===== config.mk =====
export PLATFORM = sky130hd
export DESIGN_NAME = uart_dbg_top
export DESIGN_NICKNAME = d
export VERILOG_FILES = /design/src/logic/uart_dbg_bus_pkg.sv /design/src/logic/uart_dbg_proto_pkg.sv /design/src/logic/uart_dbg_top.sv /design/src/logic/uart_tx_ser.sv /design/src/logic/tx_byte_queue.sv /design/src/logic/dbg_cmd_engine.sv /design/src/logic/uart_rx_deser.sv
export VERILOG_INCLUDE_DIRS = /design/src /design/src/logic
export SDC_FILE = /design/constraint.sdc
export NUM_CORES = 1
export LEC_CHECK = 0
export ABC_AREA = 1
export BUFFER_PORTS_ARGS = -buffer_cell sky130_fd_sc_hd__buf_2
export CORE_AREA = 2 2 159 161
export DETAILED_ROUTE_END_ITERATION = 10
export DIE_AREA = 0 0 161 163
export GPL_TIMING_DRIVEN = 0
export SYNTH_ARGS = -nofsm -noshare
export SYNTH_HDL_FRONTEND = slang
export SYNTH_SLANG_ARGS = --single-unit

===== constraint.sdc =====
create_clock -name clk -period 2.6 [get_ports clk]
set_input_delay 0.13 -clock clk [delete_from_list [all_inputs] [get_ports clk]]
set_output_delay 0.13 -clock clk [all_outputs]
set_load 0.02 [all_outputs]

===== src/logic/uart_dbg_defines.svh =====
`ifndef UART_DBG_DEFINES_SVH
`define UART_DBG_DEFINES_SVH

////////////////////////////////////////////////////////////////////////////
// Serial timing
////////////////////////////////////////////////////////////////////////////

// Clock cycles per serial bit
`define UART_DBG_CLKS_PER_BIT 16

////////////////////////////////////////////////////////////////////////////
// Command header fields
////////////////////////////////////////////////////////////////////////////

// Address field, sent LSB first
`define UART_DBG_ADDR_BYTES 4

// Length field, sent LSB first
`define UART_DBG_LEN_BYTES 2

////////////////////////////////////////////////////////////////////////////
// APB master and transmit path
////////////////////////////////////////////////////////////////////////////

`define UART_DBG_APB_ADDR_W 32
`define UART_DBG_APB_DATA_W 8

// Response bytes buffered ahead of the transmitter
`define UART_DBG_TXQ_DEPTH 4

`endif

===== src/logic/uart_dbg_bus_pkg.sv =====
`include "uart_dbg_defines.svh"

package uart_dbg_bus_pkg;

  // Byte address on the APB side
  typedef logic [`UART_DBG_APB_ADDR_W-1:0] apb_addr_t;

  // One byte per APB transfer
  typedef logic [`UART_DBG_APB_DATA_W-1:0] apb_data_t;

  // Burst length as carried in the command header
  typedef logic [`UART_DBG_LEN_BYTES*8-1:0] burst_len_t;

endpackage


===== src/logic/uart_dbg_proto_pkg.sv =====
`include "uart_dbg_defines.svh"

package uart_dbg_proto_pkg;

  // One character on the serial line
  typedef logic [7:0] byte_t;

  // Position within the address and length fields of a header
  typedef logic [$clog2(`UART_DBG_ADDR_BYTES + `UART_DBG_LEN_BYTES)-1:0] hdr_cnt_t;

  // Host command codes
  typedef enum logic [7:0] {
    CMD_READ  = 8'h11,
    CMD_WRITE = 8'h12
  } cmd_e;

  // Framing bytes sent back to the host
  typedef enum logic [7:0] {
    RESP_EOT = 8'h04,
    RESP_ACK = 8'h06
  } resp_e;

  // Command engine FSM
  typedef enum logic [3:0] {
    ST_IDLE,
    ST_CHAL,
    ST_HDR,
    ST_ACK,
    ST_WR_WAIT,
    ST_WR_APB,
    ST_RD_APB,
    ST_RD_PUSH,
    ST_EOT
  } engine_state_e;

endpackage


===== src/logic/uart_dbg_top.sv =====
`timescale 1ns/1ps
`include "uart_dbg_defines.svh"

module uart_dbg_top (
  input  logic                            clk,
  input  logic                            rst_i,
  input  logic                            uart_rx_i,
  output logic                            uart_tx_o,
  output logic                            psel_o,
  output logic                            penable_o,
  output logic                            pwrite_o,
  output logic [`UART_DBG_APB_ADDR_W-1:0] paddr_o,
  output logic [`UART_DBG_APB_DATA_W-1:0] pwdata_o,
  input  logic [`UART_DBG_APB_DATA_W-1:0] prdata_i,
  input  logic                            pready_i
);

  logic                      rx_valid;
  uart_dbg_proto_pkg::byte_t rx_byte;
  logic                      push;
  uart_dbg_proto_pkg::byte_t push_byte;
  logic                      q_full;
  logic                      tx_valid;
  uart_dbg_proto_pkg::byte_t tx_byte;
  logic                      tx_ready;

  ////////////////////////////////////////////////////////////////////////////
  // Receive, decode, queue, transmit
  ////////////////////////////////////////////////////////////////////////////

  uart_rx_deser u_rx (
    .clk       (clk),
    .rst_i     (rst_i),
    .uart_rx_i (uart_rx_i),
    .rx_valid_o(rx_valid),
    .rx_byte_o (rx_byte)
  );

  dbg_cmd_engine u_engine (
    .clk        (clk),
    .rst_i      (rst_i),
    .rx_valid_i (rx_valid),
    .rx_byte_i  (rx_byte),
    .push_o     (push),
    .push_byte_o(push_byte),
    .q_full_i   (q_full),
    .psel_o     (psel_o),
    .penable_o  (penable_o),
    .pwrite_o   (pwrite_o),
    .paddr_o    (paddr_o),
    .pwdata_o   (pwdata_o),
    .prdata_i   (prdata_i),
    .pready_i   (pready_i)
  );

  tx_byte_queue u_txq (
    .clk        (clk),
    .rst_i      (rst_i),
    .push_i     (push),
    .push_byte_i(push_byte),
    .full_o     (q_full),
    .tx_valid_o (tx_valid),
    .tx_byte_o  (tx_byte),
    .tx_ready_i (tx_ready)
  );

  uart_tx_ser u_tx (
    .clk       (clk),
    .rst_i     (rst_i),
    .tx_valid_i(tx_valid),
    .tx_byte_i (tx_byte),
    .tx_ready_o(tx_ready),
    .uart_tx_o (uart_tx_o)
  );

endmodule


===== src/logic/uart_tx_ser.sv =====
`timescale 1ns/1ps
`include "uart_dbg_defines.svh"

module uart_tx_ser (
  input  logic                      clk,
  input  logic                      rst_i,
  input  logic                      tx_valid_i,
  input  uart_dbg_proto_pkg::byte_t tx_byte_i,
  output logic                      tx_ready_o,
  output logic                      uart_tx_o
);

  localparam int clks_per_bit = `UART_DBG_CLKS_PER_BIT;
  localparam int cnt_w        = $clog2(clks_per_bit);
  localparam int frame_bits   = 10;
  localparam int bit_w        = $clog2(frame_bits);

  typedef enum logic {
    TX_IDLE,
    TX_SHIFT
  } tx_state_e;

  tx_state_e              state_q;
  logic [cnt_w-1:0]       clk_cnt_q;
  logic [bit_w-1:0]       bit_cnt_q;
  logic [frame_bits-1:0]  frame_q;
  logic                   bit_end;

  assign bit_end    = clk_cnt_q == cnt_w'(clks_per_bit - 1);
  assign tx_ready_o = state_q == TX_IDLE;
  // Line idles high between frames
  assign uart_tx_o  = (state_q == TX_SHIFT) ? frame_q[0] : 1'b1;

  always_ff @(posedge clk) begin
    if (rst_i) begin
      state_q   <= TX_IDLE;
      clk_cnt_q <= '0;
      bit_cnt_q <= '0;
    end else if (state_q == TX_IDLE) begin
      clk_cnt_q <= '0;
      bit_cnt_q <= '0;
      if (tx_valid_i) begin
        state_q <= TX_SHIFT;
      end
    end else begin
      clk_cnt_q <= clk_cnt_q + 1'b1;
      if (bit_end) begin
        clk_cnt_q <= '0;
        bit_cnt_q <= bit_cnt_q + 1'b1;
        // Stop bit done
        if (bit_cnt_q == bit_w'(frame_bits - 1)) begin
          state_q <= TX_IDLE;
        end
      end
    end
  end

  // Start bit in bit 0, stop bit fills from the top
  always_ff @(posedge clk) begin
    if (state_q == TX_IDLE && tx_valid_i) begin
      frame_q <= {1'b1, tx_byte_i, 1'b0};
    end else if (state_q == TX_SHIFT && bit_end) begin
      frame_q <= {1'b1, frame_q[frame_bits-1:1]};
    end
  end

endmodule


===== src/logic/tx_byte_queue.sv =====
`timescale 1ns/1ps
`include "uart_dbg_defines.svh"

module tx_byte_queue (
  input  logic                      clk,
  input  logic                      rst_i,
  input  logic                      push_i,
  input  uart_dbg_proto_pkg::byte_t push_byte_i,
  output logic                      full_o,
  output logic                      tx_valid_o,
  output uart_dbg_proto_pkg::byte_t tx_byte_o,
  input  logic                      tx_ready_i
);

  localparam int depth = `UART_DBG_TXQ_DEPTH;
  localparam int ptr_w = $clog2(depth);

  uart_dbg_proto_pkg::byte_t mem_q [depth];
  // Extra MSB tells full from empty
  logic [ptr_w:0]            wr_ptr_q;
  logic [ptr_w:0]            rd_ptr_q;
  logic                      pop;

  assign pop        = tx_valid_o && tx_ready_i;
  assign tx_valid_o = wr_ptr_q != rd_ptr_q;
  assign full_o     = (wr_ptr_q[ptr_w] != rd_ptr_q[ptr_w]) &&
                      (wr_ptr_q[ptr_w-1:0] == rd_ptr_q[ptr_w-1:0]);
  assign tx_byte_o  = mem_q[rd_ptr_q[ptr_w-1:0]];

  always_ff @(posedge clk) begin
    if (rst_i) begin
      wr_ptr_q <= '0;
      rd_ptr_q <= '0;
    end else begin
      if (push_i && !full_o) begin
        wr_ptr_q <= wr_ptr_q + 1'b1;
      end
      if (pop) begin
        rd_ptr_q <= rd_ptr_q + 1'b1;
      end
    end
  end

  always_ff @(posedge clk) begin
    if (push_i && !full_o) begin
      mem_q[wr_ptr_q[ptr_w-1:0]] <= push_byte_i;
    end
  end

  // Engine holds off while the queue is full
  no_push_when_full_a: assert property (@(posedge clk) disable iff (rst_i)
    push_i |-> !full_o);

endmodule


===== src/logic/dbg_cmd_engine.sv =====
`timescale 1ns/1ps
`include "uart_dbg_defines.svh"

module dbg_cmd_engine (
  input  logic                        clk,
  input  logic                        rst_i,
  input  logic                        rx_valid_i,
  input  uart_dbg_proto_pkg::byte_t   rx_byte_i,
  output logic                        push_o,
  output uart_dbg_proto_pkg::byte_t   push_byte_o,
  input  logic                        q_full_i,
  output logic                        psel_o,
  output logic                        penable_o,
  output logic                        pwrite_o,
  output uart_dbg_bus_pkg::apb_addr_t paddr_o,
  output uart_dbg_bus_pkg::apb_data_t pwdata_o,
  input  uart_dbg_bus_pkg::apb_data_t prdata_i,
  input  logic                        pready_i
);

  localparam int hdr_bytes = `UART_DBG_ADDR_BYTES + `UART_DBG_LEN_BYTES;

  uart_dbg_proto_pkg::engine_state_e state_q;
  uart_dbg_proto_pkg::hdr_cnt_t      hdr_cnt_q;
  logic                              cmd_read_q;
  uart_dbg_bus_pkg::burst_len_t      idx_q;
  logic                              penable_q;
  uart_dbg_bus_pkg::apb_addr_t       addr_q;
  uart_dbg_bus_pkg::burst_len_t      len_q;
  uart_dbg_bus_pkg::apb_data_t       data_q;
  logic                              is_cmd;
  logic                              apb_done;
  logic                              last_xfer;

  assign is_cmd = (rx_byte_i == uart_dbg_proto_pkg::CMD_READ) ||
                  (rx_byte_i == uart_dbg_proto_pkg::CMD_WRITE);
  assign apb_done  = penable_q && pready_i;
  assign last_xfer = idx_q == uart_dbg_bus_pkg::burst_len_t'(len_q - 1'b1);

  ////////////////////////////////////////////////////////////////////////////
  // Command FSM
  ////////////////////////////////////////////////////////////////////////////

  always_ff @(posedge clk) begin
    if (rst_i) begin
      state_q    <= uart_dbg_proto_pkg::ST_IDLE;
      hdr_cnt_q  <= '0;
      cmd_read_q <= 1'b0;
      idx_q      <= '0;
      penable_q  <= 1'b0;
    end else begin
      case (state_q)
        uart_dbg_proto_pkg::ST_IDLE: begin
          hdr_cnt_q <= '0;
          if (rx_valid_i) begin
            // ACK challenge from the host
            if (rx_byte_i == uart_dbg_proto_pkg::RESP_ACK) begin
              state_q <= uart_dbg_proto_pkg::ST_CHAL;
            end else if (is_cmd) begin
              cmd_read_q <= rx_byte_i == uart_dbg_proto_pkg::CMD_READ;
              state_q    <= uart_dbg_proto_pkg::ST_HDR;
            end
          end
        end
        uart_dbg_proto_pkg::ST_CHAL: begin
          if (push_o) begin
            state_q <= uart_dbg_proto_pkg::ST_IDLE;
          end
        end
        uart_dbg_proto_pkg::ST_HDR: begin
          if (rx_valid_i) begin
            hdr_cnt_q <= hdr_cnt_q + 1'b1;
            if (hdr_cnt_q == uart_dbg_proto_pkg::hdr_cnt_t'(hdr_bytes - 1)) begin
              state_q <= uart_dbg_proto_pkg::ST_ACK;
            end
          end
        end
        uart_dbg_proto_pkg::ST_ACK: begin
          idx_q <= '0;
          if (push_o) begin
            if (len_q == '0) begin
              state_q <= uart_dbg_proto_pkg::ST_EOT;
            end else if (cmd_read_q) begin
              state_q <= uart_dbg_proto_pkg::ST_RD_APB;
            end else begin
              state_q <= uart_dbg_proto_pkg::ST_WR_WAIT;
            end
          end
        end
        uart_dbg_proto_pkg::ST_WR_WAIT: begin
          if (rx_valid_i) begin
            state_q <= uart_dbg_proto_pkg::ST_WR_APB;
          end
        end
        uart_dbg_proto_pkg::ST_WR_APB: begin
          penable_q <= !apb_done;
          if (apb_done) begin
            idx_q   <= idx_q + 1'b1;
            state_q <= last_xfer ? uart_dbg_proto_pkg::ST_EOT : uart_dbg_proto_pkg::ST_WR_WAIT;
          end
        end
        uart_dbg_proto_pkg::ST_RD_APB: begin
          penable_q <= !apb_done;
          if (apb_done) begin
            state_q <= uart_dbg_proto_pkg::ST_RD_PUSH;
          end
        end
        uart_dbg_proto_pkg::ST_RD_PUSH: begin
          // Next read waits for queue space
          if (push_o) begin
            idx_q   <= idx_q + 1'b1;
            state_q <= last_xfer ? uart_dbg_proto_pkg::ST_EOT : uart_dbg_proto_pkg::ST_RD_APB;
          end
        end
        default: begin
          if (push_o) begin
            state_q <= uart_dbg_proto_pkg::ST_IDLE;
          end
        end
      endcase
    end
  end

  // Header fields shift in LSB first
  always_ff @(posedge clk) begin
    if (state_q == uart_dbg_proto_pkg::ST_HDR && rx_valid_i) begin
      if (hdr_cnt_q < `UART_DBG_ADDR_BYTES) begin
        addr_q <= {rx_byte_i, addr_q[$bits(addr_q)-1:8]};
      end else begin
        len_q <= {rx_byte_i, len_q[$bits(len_q)-1:8]};
      end
    end
    if (state_q == uart_dbg_proto_pkg::ST_WR_WAIT && rx_valid_i) begin
      data_q <= rx_byte_i;
    end
    if (state_q == uart_dbg_proto_pkg::ST_RD_APB && apb_done) begin
      data_q <= prdata_i;
    end
  end

  ////////////////////////////////////////////////////////////////////////////
  // Outputs
  ////////////////////////////////////////////////////////////////////////////

  always_comb begin
    push_o      = 1'b0;
    push_byte_o = uart_dbg_proto_pkg::byte_t'(uart_dbg_proto_pkg::RESP_ACK);
    case (state_q)
      uart_dbg_proto_pkg::ST_CHAL,
      uart_dbg_proto_pkg::ST_ACK: begin
        push_o = !q_full_i;
      end
      uart_dbg_proto_pkg::ST_RD_PUSH: begin
        push_o      = !q_full_i;
        push_byte_o = data_q;
      end
      uart_dbg_proto_pkg::ST_EOT: begin
        push_o      = !q_full_i;
        push_byte_o = uart_dbg_proto_pkg::byte_t'(uart_dbg_proto_pkg::RESP_EOT);
      end
      default: begin
        push_o = 1'b0;
      end
    endcase
  end

  // Address holds across the transfer since idx moves only on completion
  assign psel_o    = (state_q == uart_dbg_proto_pkg::ST_WR_APB) ||
                     (state_q == uart_dbg_proto_pkg::ST_RD_APB);
  assign penable_o = penable_q;
  assign pwrite_o  = state_q == uart_dbg_proto_pkg::ST_WR_APB;
  assign paddr_o   = addr_q + uart_dbg_bus_pkg::apb_addr_t'(idx_q);
  assign pwdata_o  = data_q;

  apb_hold_a: assert property (@(posedge clk) disable iff (rst_i)
    psel_o && penable_o && !pready_i |=>
      psel_o && $stable(paddr_o) && $stable(pwdata_o) && $stable(pwrite_o));

  // Access phase only after a setup cycle
  apb_setup_a: assert property (@(posedge clk) disable iff (rst_i)
    $rose(penable_o) |-> psel_o && $past(psel_o));

endmodule


===== src/logic/uart_rx_deser.sv =====
`timescale 1ns/1ps
`include "uart_dbg_defines.svh"

module uart_rx_deser (
  input  logic                      clk,
  input  logic                      rst_i,
  input  logic                      uart_rx_i,
  output logic                      rx_valid_o,
  output uart_dbg_proto_pkg::byte_t rx_byte_o
);

  localparam int clks_per_bit = `UART_DBG_CLKS_PER_BIT;
  localparam int cnt_w        = $clog2(clks_per_bit);

  typedef enum logic [1:0] {
    RX_IDLE,
    RX_START,
    RX_DATA,
    RX_STOP
  } rx_state_e;

  rx_state_e                 state_q;
  logic                      rx_meta_q;
  logic                      rx_sync_q;
  logic                      rx_prev_q;
  logic [cnt_w-1:0]          clk_cnt_q;
  logic [2:0]                bit_cnt_q;
  logic                      rx_valid_q;
  uart_dbg_proto_pkg::byte_t shift_q;
  logic                      start_edge;
  logic                      half_end;
  logic                      bit_end;

  assign start_edge = rx_prev_q && !rx_sync_q;
  assign half_end   = clk_cnt_q == cnt_w'(clks_per_bit / 2 - 1);
  assign bit_end    = clk_cnt_q == cnt_w'(clks_per_bit - 1);

  // Two flop synchronizer, line idles high
  always_ff @(posedge clk) begin
    if (rst_i) begin
      rx_meta_q <= 1'b1;
      rx_sync_q <= 1'b1;
      rx_prev_q <= 1'b1;
    end else begin
      rx_meta_q <= uart_rx_i;
      rx_sync_q <= rx_meta_q;
      rx_prev_q <= rx_sync_q;
    end
  end

  always_ff @(posedge clk) begin
    if (rst_i) begin
      state_q    <= RX_IDLE;
      clk_cnt_q  <= '0;
      bit_cnt_q  <= '0;
      rx_valid_q <= 1'b0;
    end else begin
      rx_valid_q <= 1'b0;
      case (state_q)
        RX_IDLE: begin
          clk_cnt_q <= '0;
          if (start_edge) begin
            state_q <= RX_START;
          end
        end
        RX_START: begin
          clk_cnt_q <= clk_cnt_q + 1'b1;
          // Glitch check at the middle of the start bit
          if (half_end) begin
            clk_cnt_q <= '0;
            bit_cnt_q <= '0;
            state_q   <= rx_sync_q ? RX_IDLE : RX_DATA;
          end
        end
        RX_DATA: begin
          clk_cnt_q <= clk_cnt_q + 1'b1;
          if (bit_end) begin
            clk_cnt_q <= '0;
            bit_cnt_q <= bit_cnt_q + 1'b1;
            if (bit_cnt_q == 3'd7) begin
              state_q <= RX_STOP;
            end
          end
        end
        default: begin
          clk_cnt_q <= clk_cnt_q + 1'b1;
          // Framing error drops the byte
          if (bit_end) begin
            rx_valid_q <= rx_sync_q;
            state_q    <= RX_IDLE;
          end
        end
      endcase
    end
  end

  // Data bits arrive LSB first
  always_ff @(posedge clk) begin
    if (state_q == RX_DATA && bit_end) begin
      shift_q <= {rx_sync_q, shift_q[7:1]};
    end
  end

  assign rx_valid_o = rx_valid_q;
  assign rx_byte_o  = shift_q;

  rx_valid_pulse_a: assert property (@(posedge clk) disable iff (rst_i)
    rx_valid_o |=> !rx_valid_o);

endmodule


==> results.toml, run 1 <==
[floorplanning]
die_y_um = 163
die_area_sq_um = 26200
core_sq_um = 24700
initial_utilization_pct = 34.4
num_rows = 58
fp.dieW_um = 161
io_pins = 56

[hold_path]
min_path_type = "input pin to flop"
holdCritStartpoint = "prdata_i[2]"
min_to = "u_engine.pwdata_o[2]"
hold_path_depth = 2

[drt]
routedWlPerCell_um = 14.3
num_vias = 6940
via_per_inst = 4.83
drcViolationCount = 0
first_pass_iters = 6
drt_iter0_markers = 389
routed_wirelength_um = 20500
ant_nets = 0

[logic_synthesis]
synth_seq_cells = 160
synthArstFlopShare_pct = 0
synth_edf_count = 104
synth_fp_nets = 1030
synth_common_cells = "nand2_1, inv_1, nor2_1"
synth-main-ff-cell = "edfxtp_1"
synth_most_common_cell = "nand2_1"
synth_cell_types = 50
yosysTopAreaCellShare_pct = 36.8
yosysWarnings = 0
syn_area_sq_um = 8480
synthTopCellsByArea = "edfxtp_1, dfxtp_1, nand2_1"
yosys.area.top_type = "edfxtp_1"
syn_area_per_cell_sq_um = 8.63
ys_seq_area_share_pct = 50.1
synthCells = 982

[job]
maxCapViolations = 0

[sta]
fin_skew_ps = 9.37
drv_slew = 0
tightest_slew_ps = 1190
setup_ws_ps = -80.9
finalSetupViolCount = 8
hold_violations = 0
period_minus_slack_ps = 2680
max-slew-margin-rel_pct = 20.2
rsz0062_at_grt = "true"
post-route-period-util_pct = 103
fmax_mhz = 373

[grt]
globalRouteOverflowTotal = 0
grt_max_degree = 33
grt_pass1_vias = 6421
grtUsageTotal_pct = 15.6
grt_pass1_wl_um = 32400
antenna_found_initial = 0

[clock_tree]
clk_pin_slew_ps = 70
numCtsBuffers = 17
cts-root-buf = "clkbuf_16"
clk_path_buf_depth = 2
clk_latency_ps = 430
clkSinkCount = 160
cts_tree = "done"
h-tree-depth = 4

[setup_path]
path_class = "flop to primary output"
arrival_ps = 2550
cp_top_family = "adder cells"
required_ps = 2470
rr_startpoint = "u_engine.state_q[2]"
path_cells = "ha_4, inv_4, fa_2, o21ai_4, a21oi_4, o21bai_1, nand3_1, nand2_2, nand2_2, nor2_2, xor2_1, buf_4"
r2r-end = "u_txq.mem_q[3][2]"
worst-r2r-cell-count = 6
cp_max_fo = 4
cp-start-kind = "flop"
end_kind = "primary output"
critPathSlowestCell = "edfxtp_1"
rrSetupSlack_ps = 360
slowest_delay_ps = 380
path_common_cell = "nand2_2"
path_buf_inv = 2

[power]
switchingPower_mw = 1.14
comb_power_share_pct = 2.3
ir_worst_vdd_mv = 0.425
clockPowerShare_pct = 46.8
leakagePower_nw = 4.19
power.density_nw_per_um2 = 500
p_seq_share_pct = 51.0
internal_power_mw = 4.15
netSwitchingFraction_pct = 21.5

[placed_design]
place_hpwl_um = 15000
port_buffers = 55
placed_area_sq_um = 9170
gp_congestion = 0.881
pre_cts_ws_ps = -122

[cells_and_area]
area_delta_synth_final_pct = 24.9
nNetsFinal = 1143
post-route-cell-area_sq_um = 10600
drive_above_1_share_pct = 21.2
diodes = 0
fin_util_pct = 42.9

[run_status]
violations = "negative setup slack"
status = "complete, but fails checks"
[worst max path at each step]
stage | start | to | slack (ps) | cells after the start
floorplan | u_engine.idx_q[0] | paddr_o[24] | 190 | 11
global placement | u_engine.idx_q[0] | paddr_o[24] | -110 | 12
detailed placement | u_engine.idx_q[0] | paddr_o[24] | -120 | 12
CTS | u_engine.addr_q[0] | paddr_o[24] | -150 | 12
global route | u_engine.addr_q[0] | paddr_o[18] | -200 | 14
finish | u_engine.addr_q[0] | paddr_o[24] | -80 | 12
[cells by family (layout without fill, tap and decap cells)]
group | count (synthesis) | after routing | share of synthesized area, %
AND/OR/NAND/NOR | 433 | 433 | 21.7
AO/OA/AOI/OAI | 164 | 164 | 11.4
flip-flops | 160 | 160 | 50.1
buffers and inverters | 140 | 266 | 6.29
XOR/XNOR | 45 | 45 | 4.65
adder cells (fa/ha/maj) | 36 | 36 | 5.40
multiplexers | 4 | 4 | 0.531
[routing by layer]
layer	vias up	part of all wire, %	global-route usage [%]
met1	3238	47	20.8
met5	-	0	0
li1	3532	-	-
met4	0	1.9	4.91
met2	138	47	25.4
met3	32	3.4	3.11
[flip-flops by register name (all words and copies together), names as in the netlist, 4 cells and up, named ones only]
signal             cells
u_rx.clk_cnt_q         4
u_rx.rx_byte_o         8
u_engine.len_q        16
u_engine.state_q       4
u_txq.mem_q           32
u_tx.frame_q           9
u_tx.bit_cnt_q         4
u_tx.clk_cnt_q         4
u_engine.pwdata_o      8
u_engine.addr_q       32
u_engine.idx_q        16
[cell usage in the layout, fill, tap and decap left out, types with 9 or more instances in the layout]
cell	count
clkbuf_1	11
nor3_1	23
a21oi_2	9
dfxtp_2	10
nand4_1	11
xor2_1	28
nand2_1	200
nand3_1	37
dfxtp_1	45
clkbuf_16	17
buf_2	42
edfxtp_1	104
ha_1	20
inv_1	119
nor2_1	111
xnor2_1	15
a21oi_1	65
o21ai_0	35
buf_4	48
ha_4	15
[through the flow]
stage	hold slack, ps	setup TNS (ps)	instances	power (mW)
6_report	21.7	-237	1438	5.29
5_1_grt	9.28	-1710	1438	5.44
4_1_cts	13.1	-721	1423	5.33
3_5_place_dp	315	-221	1367	2.87
3_3_place_gp	314	-1030	1367	2.87
2_1_floorplan	234	0	982	2.84
[power by group through the flow]
| stage | Clock [mW] | Sequential [mW] | Combinational (mW) |
|---|---|---|---|
| global placement | 0 | 2.75 | 0.118 |
| CTS | 2.51 | 2.70 | 0.122 |
| floorplan | 0 | 2.75 | 0.0841 |
| detailed placement | 0 | 2.75 | 0.119 |
| global route | 2.60 | 2.70 | 0.139 |
| finish | 2.47 | 2.70 | 0.121 |
[final cells by class]
type                       count  area (sq um)
buffer                        13          56.3
clock buffer                  17           425
clock inverter                15           159
fill                        2432         14100
inverter                     127           479
multi-input combinational    682          4170
sequential                   160          4260
tap                          330           413
timing repair buffer          94           623
[timing repair]
action | in CTS | in global routing
hold buffers | 1 | 0
pin swaps | 26 | 40
hold endpoints to repair | 1 | 0
resized for setup | 69 | 54
setup buffers | 23 | 15
endpoints found under the setup margin | 21 | 35
(Power assumes the default switching activity.)
==> run 2: changes to the inputs <==
--- a/config.mk
+++ b/config.mk
@@ -7,11 +7,12 @@
 export NUM_CORES = 1
 export LEC_CHECK = 0
 export ABC_AREA = 1
-export BUFFER_PORTS_ARGS = -buffer_cell sky130_fd_sc_hd__buf_2
 export CORE_AREA = 2 2 159 161
 export DETAILED_ROUTE_END_ITERATION = 10
 export DIE_AREA = 0 0 161 163
+export DONT_BUFFER_PORTS = 1
 export GPL_TIMING_DRIVEN = 0
+export PLACE_DENSITY = 0.51
 export SYNTH_ARGS = -nofsm -noshare
 export SYNTH_HDL_FRONTEND = slang
 export SYNTH_SLANG_ARGS = --single-unit
==> constraint.sdc (replaced) <==
create_clock -name clk -period 2.5 [get_ports clk]
set_input_delay 0.125 -clock clk [delete_from_list [all_inputs] [get_ports clk]]
set_output_delay 0.125 -clock clk [all_outputs]
set_load 0.02 [all_outputs]
==> run 2 against run 1 <==
Net effect:
- die area did not move
- cell count down 2.9%
- first-iteration DRC count up 4.6%
- register-to-register slack worse by 100 ps
- critical path type unchanged
- core utilization increased by 1.6 points
- count of clock-buffer cells in the layout rose by 1
- global-route usage increased by 1.2 points
- the run still ends with negative setup slack left
- worst setup slack got worse by 130 ps
- via count shrank 2.2%
==> results.toml, run 2 (same netlist as run 1, synthesis figures left out) <==
[sta]
tightest_slew_ps = 908
setup_ws_ps = -210
final.setup.tns_ps = -1290
fmax_mhz = 369
rsz0062_at_grt = "true"
hold_violations = 0
drv_slew = 0
post-route-period-util_pct = 108
finalSetupViolCount = 14
max-slew-margin-rel_pct = 39.4
whs_ps = 18.4
period_minus_slack_ps = 2710
fin_skew_ps = 8.73

[drt]
routed_wirelength_um = 22100
drcViolationCount = 0
via_per_inst = 4.86
first_pass_iters = 5
ant_nets = 0
drt_iter0_markers = 407
num_vias = 6790
routedWlPerCell_um = 15.8

[floorplanning]
die_y_um = 163
core_sq_um = 24700
num_rows = 58
die_area_sq_um = 26200
fp.dieW_um = 161
initial_utilization_pct = 34.4
io_pins = 56

[setup_path]
path_class = "flop to primary output"
end_kind = "primary output"
arrival_ps = 2580
cp-start-kind = "flop"
cp_max_fo = 4
required_ps = 2380

[placed_design]
gp_congestion = 0.871
place_hpwl_um = 15500
placed_area_sq_um = 8900
port_buffers = 0

[run_status]
violations = "negative setup slack"
status = "complete, but fails checks"

[grt]
globalRouteOverflowTotal = 0
grt_max_degree = 33
antenna_found_initial = 1
grtUsageTotal_pct = 16.7
grt_pass1_vias = 6471
grt_pass1_wl_um = 34500

[power]
power.density_nw_per_um2 = 499
finalPower_mw = 5.48
ir_worst_vdd_mv = 0.410
leakagePower_nw = 4.22

[clock_tree]
clkSinkCount = 160
clk_path_buf_depth = 2
h-tree-depth = 4
clk_pin_slew_ps = 70
cts_tree = "done"
clk_latency_ps = 420
cts-root-buf = "clkbuf_16"
numCtsBuffers = 17

[cells_and_area]
final_cell_mix = "nand2_1, inv_1, nor2_1"
final_common_cell = "nand2_1"
diodes = 0
drive_above_1_share_pct = 21.9
multi_input_area_sq_um = 4740
nNetsFinal = 1102
area_delta_synth_final_pct = 29.6
fin_util_pct = 44.5
seq_area_sq_um = 4260
nFillCells = 2343
post-route-cell-area_sq_um = 11000

[job]
maxCapViolations = 0

[hold_path]
min_path_type = "input pin to flop"
run 2: cell count changes in the layout (fill, tap and decap cells not counted), moves of 7 or more:
cell,delta
dlygate4sd3_1,+8
buf_6,+7
xor2_4,+10
nand2_4,+7
xor2_1,-14
buf_2,-42
xnor2_1,-8
buf_4,-14
nand2_1,-10
run 2: worst max-delay path, stage by stage, from the launching register on:
cell	delay [ps]
edfxtp_1	370
ha_4	150
inv_4	30
fa_2	370
o21ai_4	200
a21oi_4	90
buf_4	150
o21ai_4	150
a21oi_4	80
o21ai_2	200
buf_4	170
xor2_4	210
run 2: worst paths after layout:
check / start / end / slack [ps] / cells after the start
setup / recovery: u_engine.addr_q[0] / paddr_o[14] / -210 / 11
hold / removal: prdata_i[7] / u_engine.pwdata_o[7] / 20 / 2
setup reg to reg: u_engine.state_q[0] / u_engine.len_q[6] / 260 / 7
hold reg to reg: u_rx.rx_meta_q / u_rx.rx_sync_q / 410 / 1
run 2: through the flow:
stage / instances / setup WS [ps]
6_report: 1397 / -210
5_1_grt: 1397 / -311
2_1_floorplan: 982 / 94.5
3_5_place_dp: 1312 / -324
3_3_place_gp: 1312 / -314
4_1_cts: 1377 / -246
run 2: report_power, final:
part | total, mW | internal [mW] | switching [mW]
Combinational | 0.125 | 0.0465 | 0.0785
Clock | 2.55 | 1.41 | 1.14
Sequential | 2.80 | 2.79 | 0.0114
Total | 5.48 | 4.25 | 1.23
run 2: area by class of cell:
class	count	share of cell area (%)
Inverter	127	4.36
Multi-Input combinational cell	682	43.1
Clock inverter	14	1.34
Tap cell	330	3.76
Sequential cell	160	38.8
Buffer	13	0.512
Timing Repair Buffer	53	4.25
Clock buffer	18	3.91
run 2: timing repair:
action                                 CTS  global route
hold buffers                             9             0
buffers inserted                        24            21
gates cloned                             0             0
pin swaps                               22            42
setup endpoints to repair               26            27
endpoints found under the hold margin   19             0
gates resized for setup                 98           104
run 2: metal layers:
layer  wire length [um]  global-route usage [%]
met3                830                    3.64
met1              10600                    22.8
met2              10400                    27.4
met4                239                    3.53
met5                  0                       0
==> run 3: changes to the inputs <==
--- a/config.mk
+++ b/config.mk
@@ -12,7 +12,6 @@
 export DIE_AREA = 0 0 161 163
 export DONT_BUFFER_PORTS = 1
 export GPL_TIMING_DRIVEN = 0
-export PLACE_DENSITY = 0.51
 export SYNTH_ARGS = -nofsm -noshare
 export SYNTH_HDL_FRONTEND = slang
 export SYNTH_SLANG_ARGS = --single-unit
==> run 3 against run 2 <==
Net effect:
- the flow still finishes with violations (negative setup slack)
- sequential power about the same
- worst setup slack worse by 40 ps
- maximum frequency is 1.5% lower
- clock power down 6%
- die area did not move
- critical endpoint is now paddr_o[24]
==> results.toml, run 3 (same netlist as run 1, synthesis figures left out) <==
[grt]
grt_pass1_wl_um = 33200
grt_pass1_vias = 6551
grtUsageTotal_pct = 16.0
globalRouteOverflowTotal = 0
grt_max_degree = 33
antenna_found_initial = 0

[placed_design]
port_buffers = 0
gp_congestion = 0.930
placed_cells = 1312
placed_area_sq_um = 8900
place_hpwl_um = 14700

[sta]
hold_violations = 0
post-route-period-util_pct = 110
fin_skew_ps = 6.38
finalSetupViolCount = 19
whs_ps = 26.0
drv_slew = 0
max-slew-margin-rel_pct = 20.2
period_minus_slack_ps = 2750
rsz0062_at_grt = "true"
tightest_slew_ps = 1190
setup_ws_ps = -250
fmax_mhz = 364

[drt]
via_per_inst = 4.97
first_pass_iters = 6
routed_wirelength_um = 21800
num_vias = 6924
routedWlPerCell_um = 15.6
drcViolationCount = 0
ant_nets = 0
drt_iter0_markers = 408

[clock_tree]
clk_pin_slew_ps = 60
clkSinkCount = 160
h-tree-depth = 4
clk_path_buf_depth = 2
cts-root-buf = "clkbuf_16"
cts_tree = "done"
numCtsBuffers = 17
clk_latency_ps = 430

[setup_path]
slowest_delay_ps = 360
end_kind = "primary output"
cp_max_fo = 4
path_class = "flop to primary output"
required_ps = 2380
cp-start-kind = "flop"
path_cells = "ha_2, inv_2, fa_2, o21ai_4, a21oi_4, o21bai_1, nand3_1, nand2_2, nand2_4, nor2_4, xor2_4"
critPathSlowestCell = "fa_2"
arrival_ps = 2630

[hold_path]
min_path_type = "input pin to flop"

[power]
power.density_nw_per_um2 = 497
ir_worst_vdd_mv = 0.433
leakagePower_nw = 4.14

[cells_and_area]
post-route-cell-area_sq_um = 10700
instances_no_fill = 1392
final_cell_mix = "nand2_1, inv_1, nor2_1"
drive_above_1_share_pct = 19.5
nFillCells = 2347
diodes = 0
final_common_cell = "nand2_1"
fin_util_pct = 43.4
nNetsFinal = 1097
area_delta_synth_final_pct = 26.4

[floorplanning]
fp.dieW_um = 161
io_pins = 56
num_rows = 58
die_y_um = 163
core_sq_um = 24700
initial_utilization_pct = 34.4
die_area_sq_um = 26200

[job]
maxCapViolations = 0

[run_status]
violations = "negative setup slack"
status = "complete, but fails checks"
[run 3: worst paths after layout]
kind / start / end / slack [ps] / cells past startpoint
hold / removal: prdata_i[7] / u_engine.pwdata_o[7] / 30 / 2
hold reg to reg: u_rx.rx_meta_q / u_rx.rx_sync_q / 410 / 1
setup reg to reg: u_engine.state_q[2] / u_txq.mem_q[3][7] / 210 / 6
setup / recovery: u_engine.addr_q[0] / paddr_o[24] / -250 / 11
[run 3: worst max-delay path: cells and delay by family, from the launching register on]
family	cells	cell delay (ps)
AOI/OAI and AO/OA	3	490
xor gates and xnor gates	1	260
adders and majority gates	2	530
buffers and inverters	1	40
DFF	1	340
and+or+nand+nor	4	520
[run 3: through the flow]
stage	worst slack, ps	power (mW)	TNS [ps]
finish	-250	5.32	-2070
detailed placement	-306	2.97	-2610
global placement	-280	2.97	-5850
CTS	-214	5.37	-1900
floorplan	94.5	2.95	0
global route	-357	5.48	-4050
[run 3: metal layers]
layer | vias up | wire length (um) | GRT usage, %
li1 | 3416 | - | -
met5 | - | 0 | 0
met4 | 0 | 538 | 5.72
met1 | 3305 | 9450 | 20.4
met3 | 46 | 896 | 3.59
met2 | 157 | 10900 | 26.8
[run 3: report_power, final]
| part | total (mW) | leakage, nW | internal (mW) | switching, mW |
|---|---|---|---|---|
| clock network | 2.39 | 0.264 | 1.40 | 0.987 |
| logic | 0.126 | 2.53 | 0.0467 | 0.0796 |
| registers | 2.81 | 1.35 | 2.79 | 0.0112 |
| total | 5.32 | 4.14 | 4.25 | 1.08 |
[run 3: layout make-up]
type / count / area [sq um] / area share (%)
Sequential cell: 160 / 4260 / 39.8
Tap cell: 330 / 413 / 3.85
Multi-Input combinational cell: 682 / 4550 / 42.5
Inverter: 127 / 477 / 4.45
Timing Repair Buffer: 48 / 409 / 3.82
Buffer: 13 / 56.3 / 0.526
Clock buffer: 27 / 514 / 4.80
Clock inverter: 5 / 30.0 / 0.280
[run 3: repair_timing]
item / in CTS / in global routing
gates resized for setup: 111 / 57
pin swaps: 34 / 33
endpoints found under the setup margin: 40 / 25
buffers inserted: 32 / 8
endpoints found under the hold margin: 18 / 0
hold buffers: 9 / 0
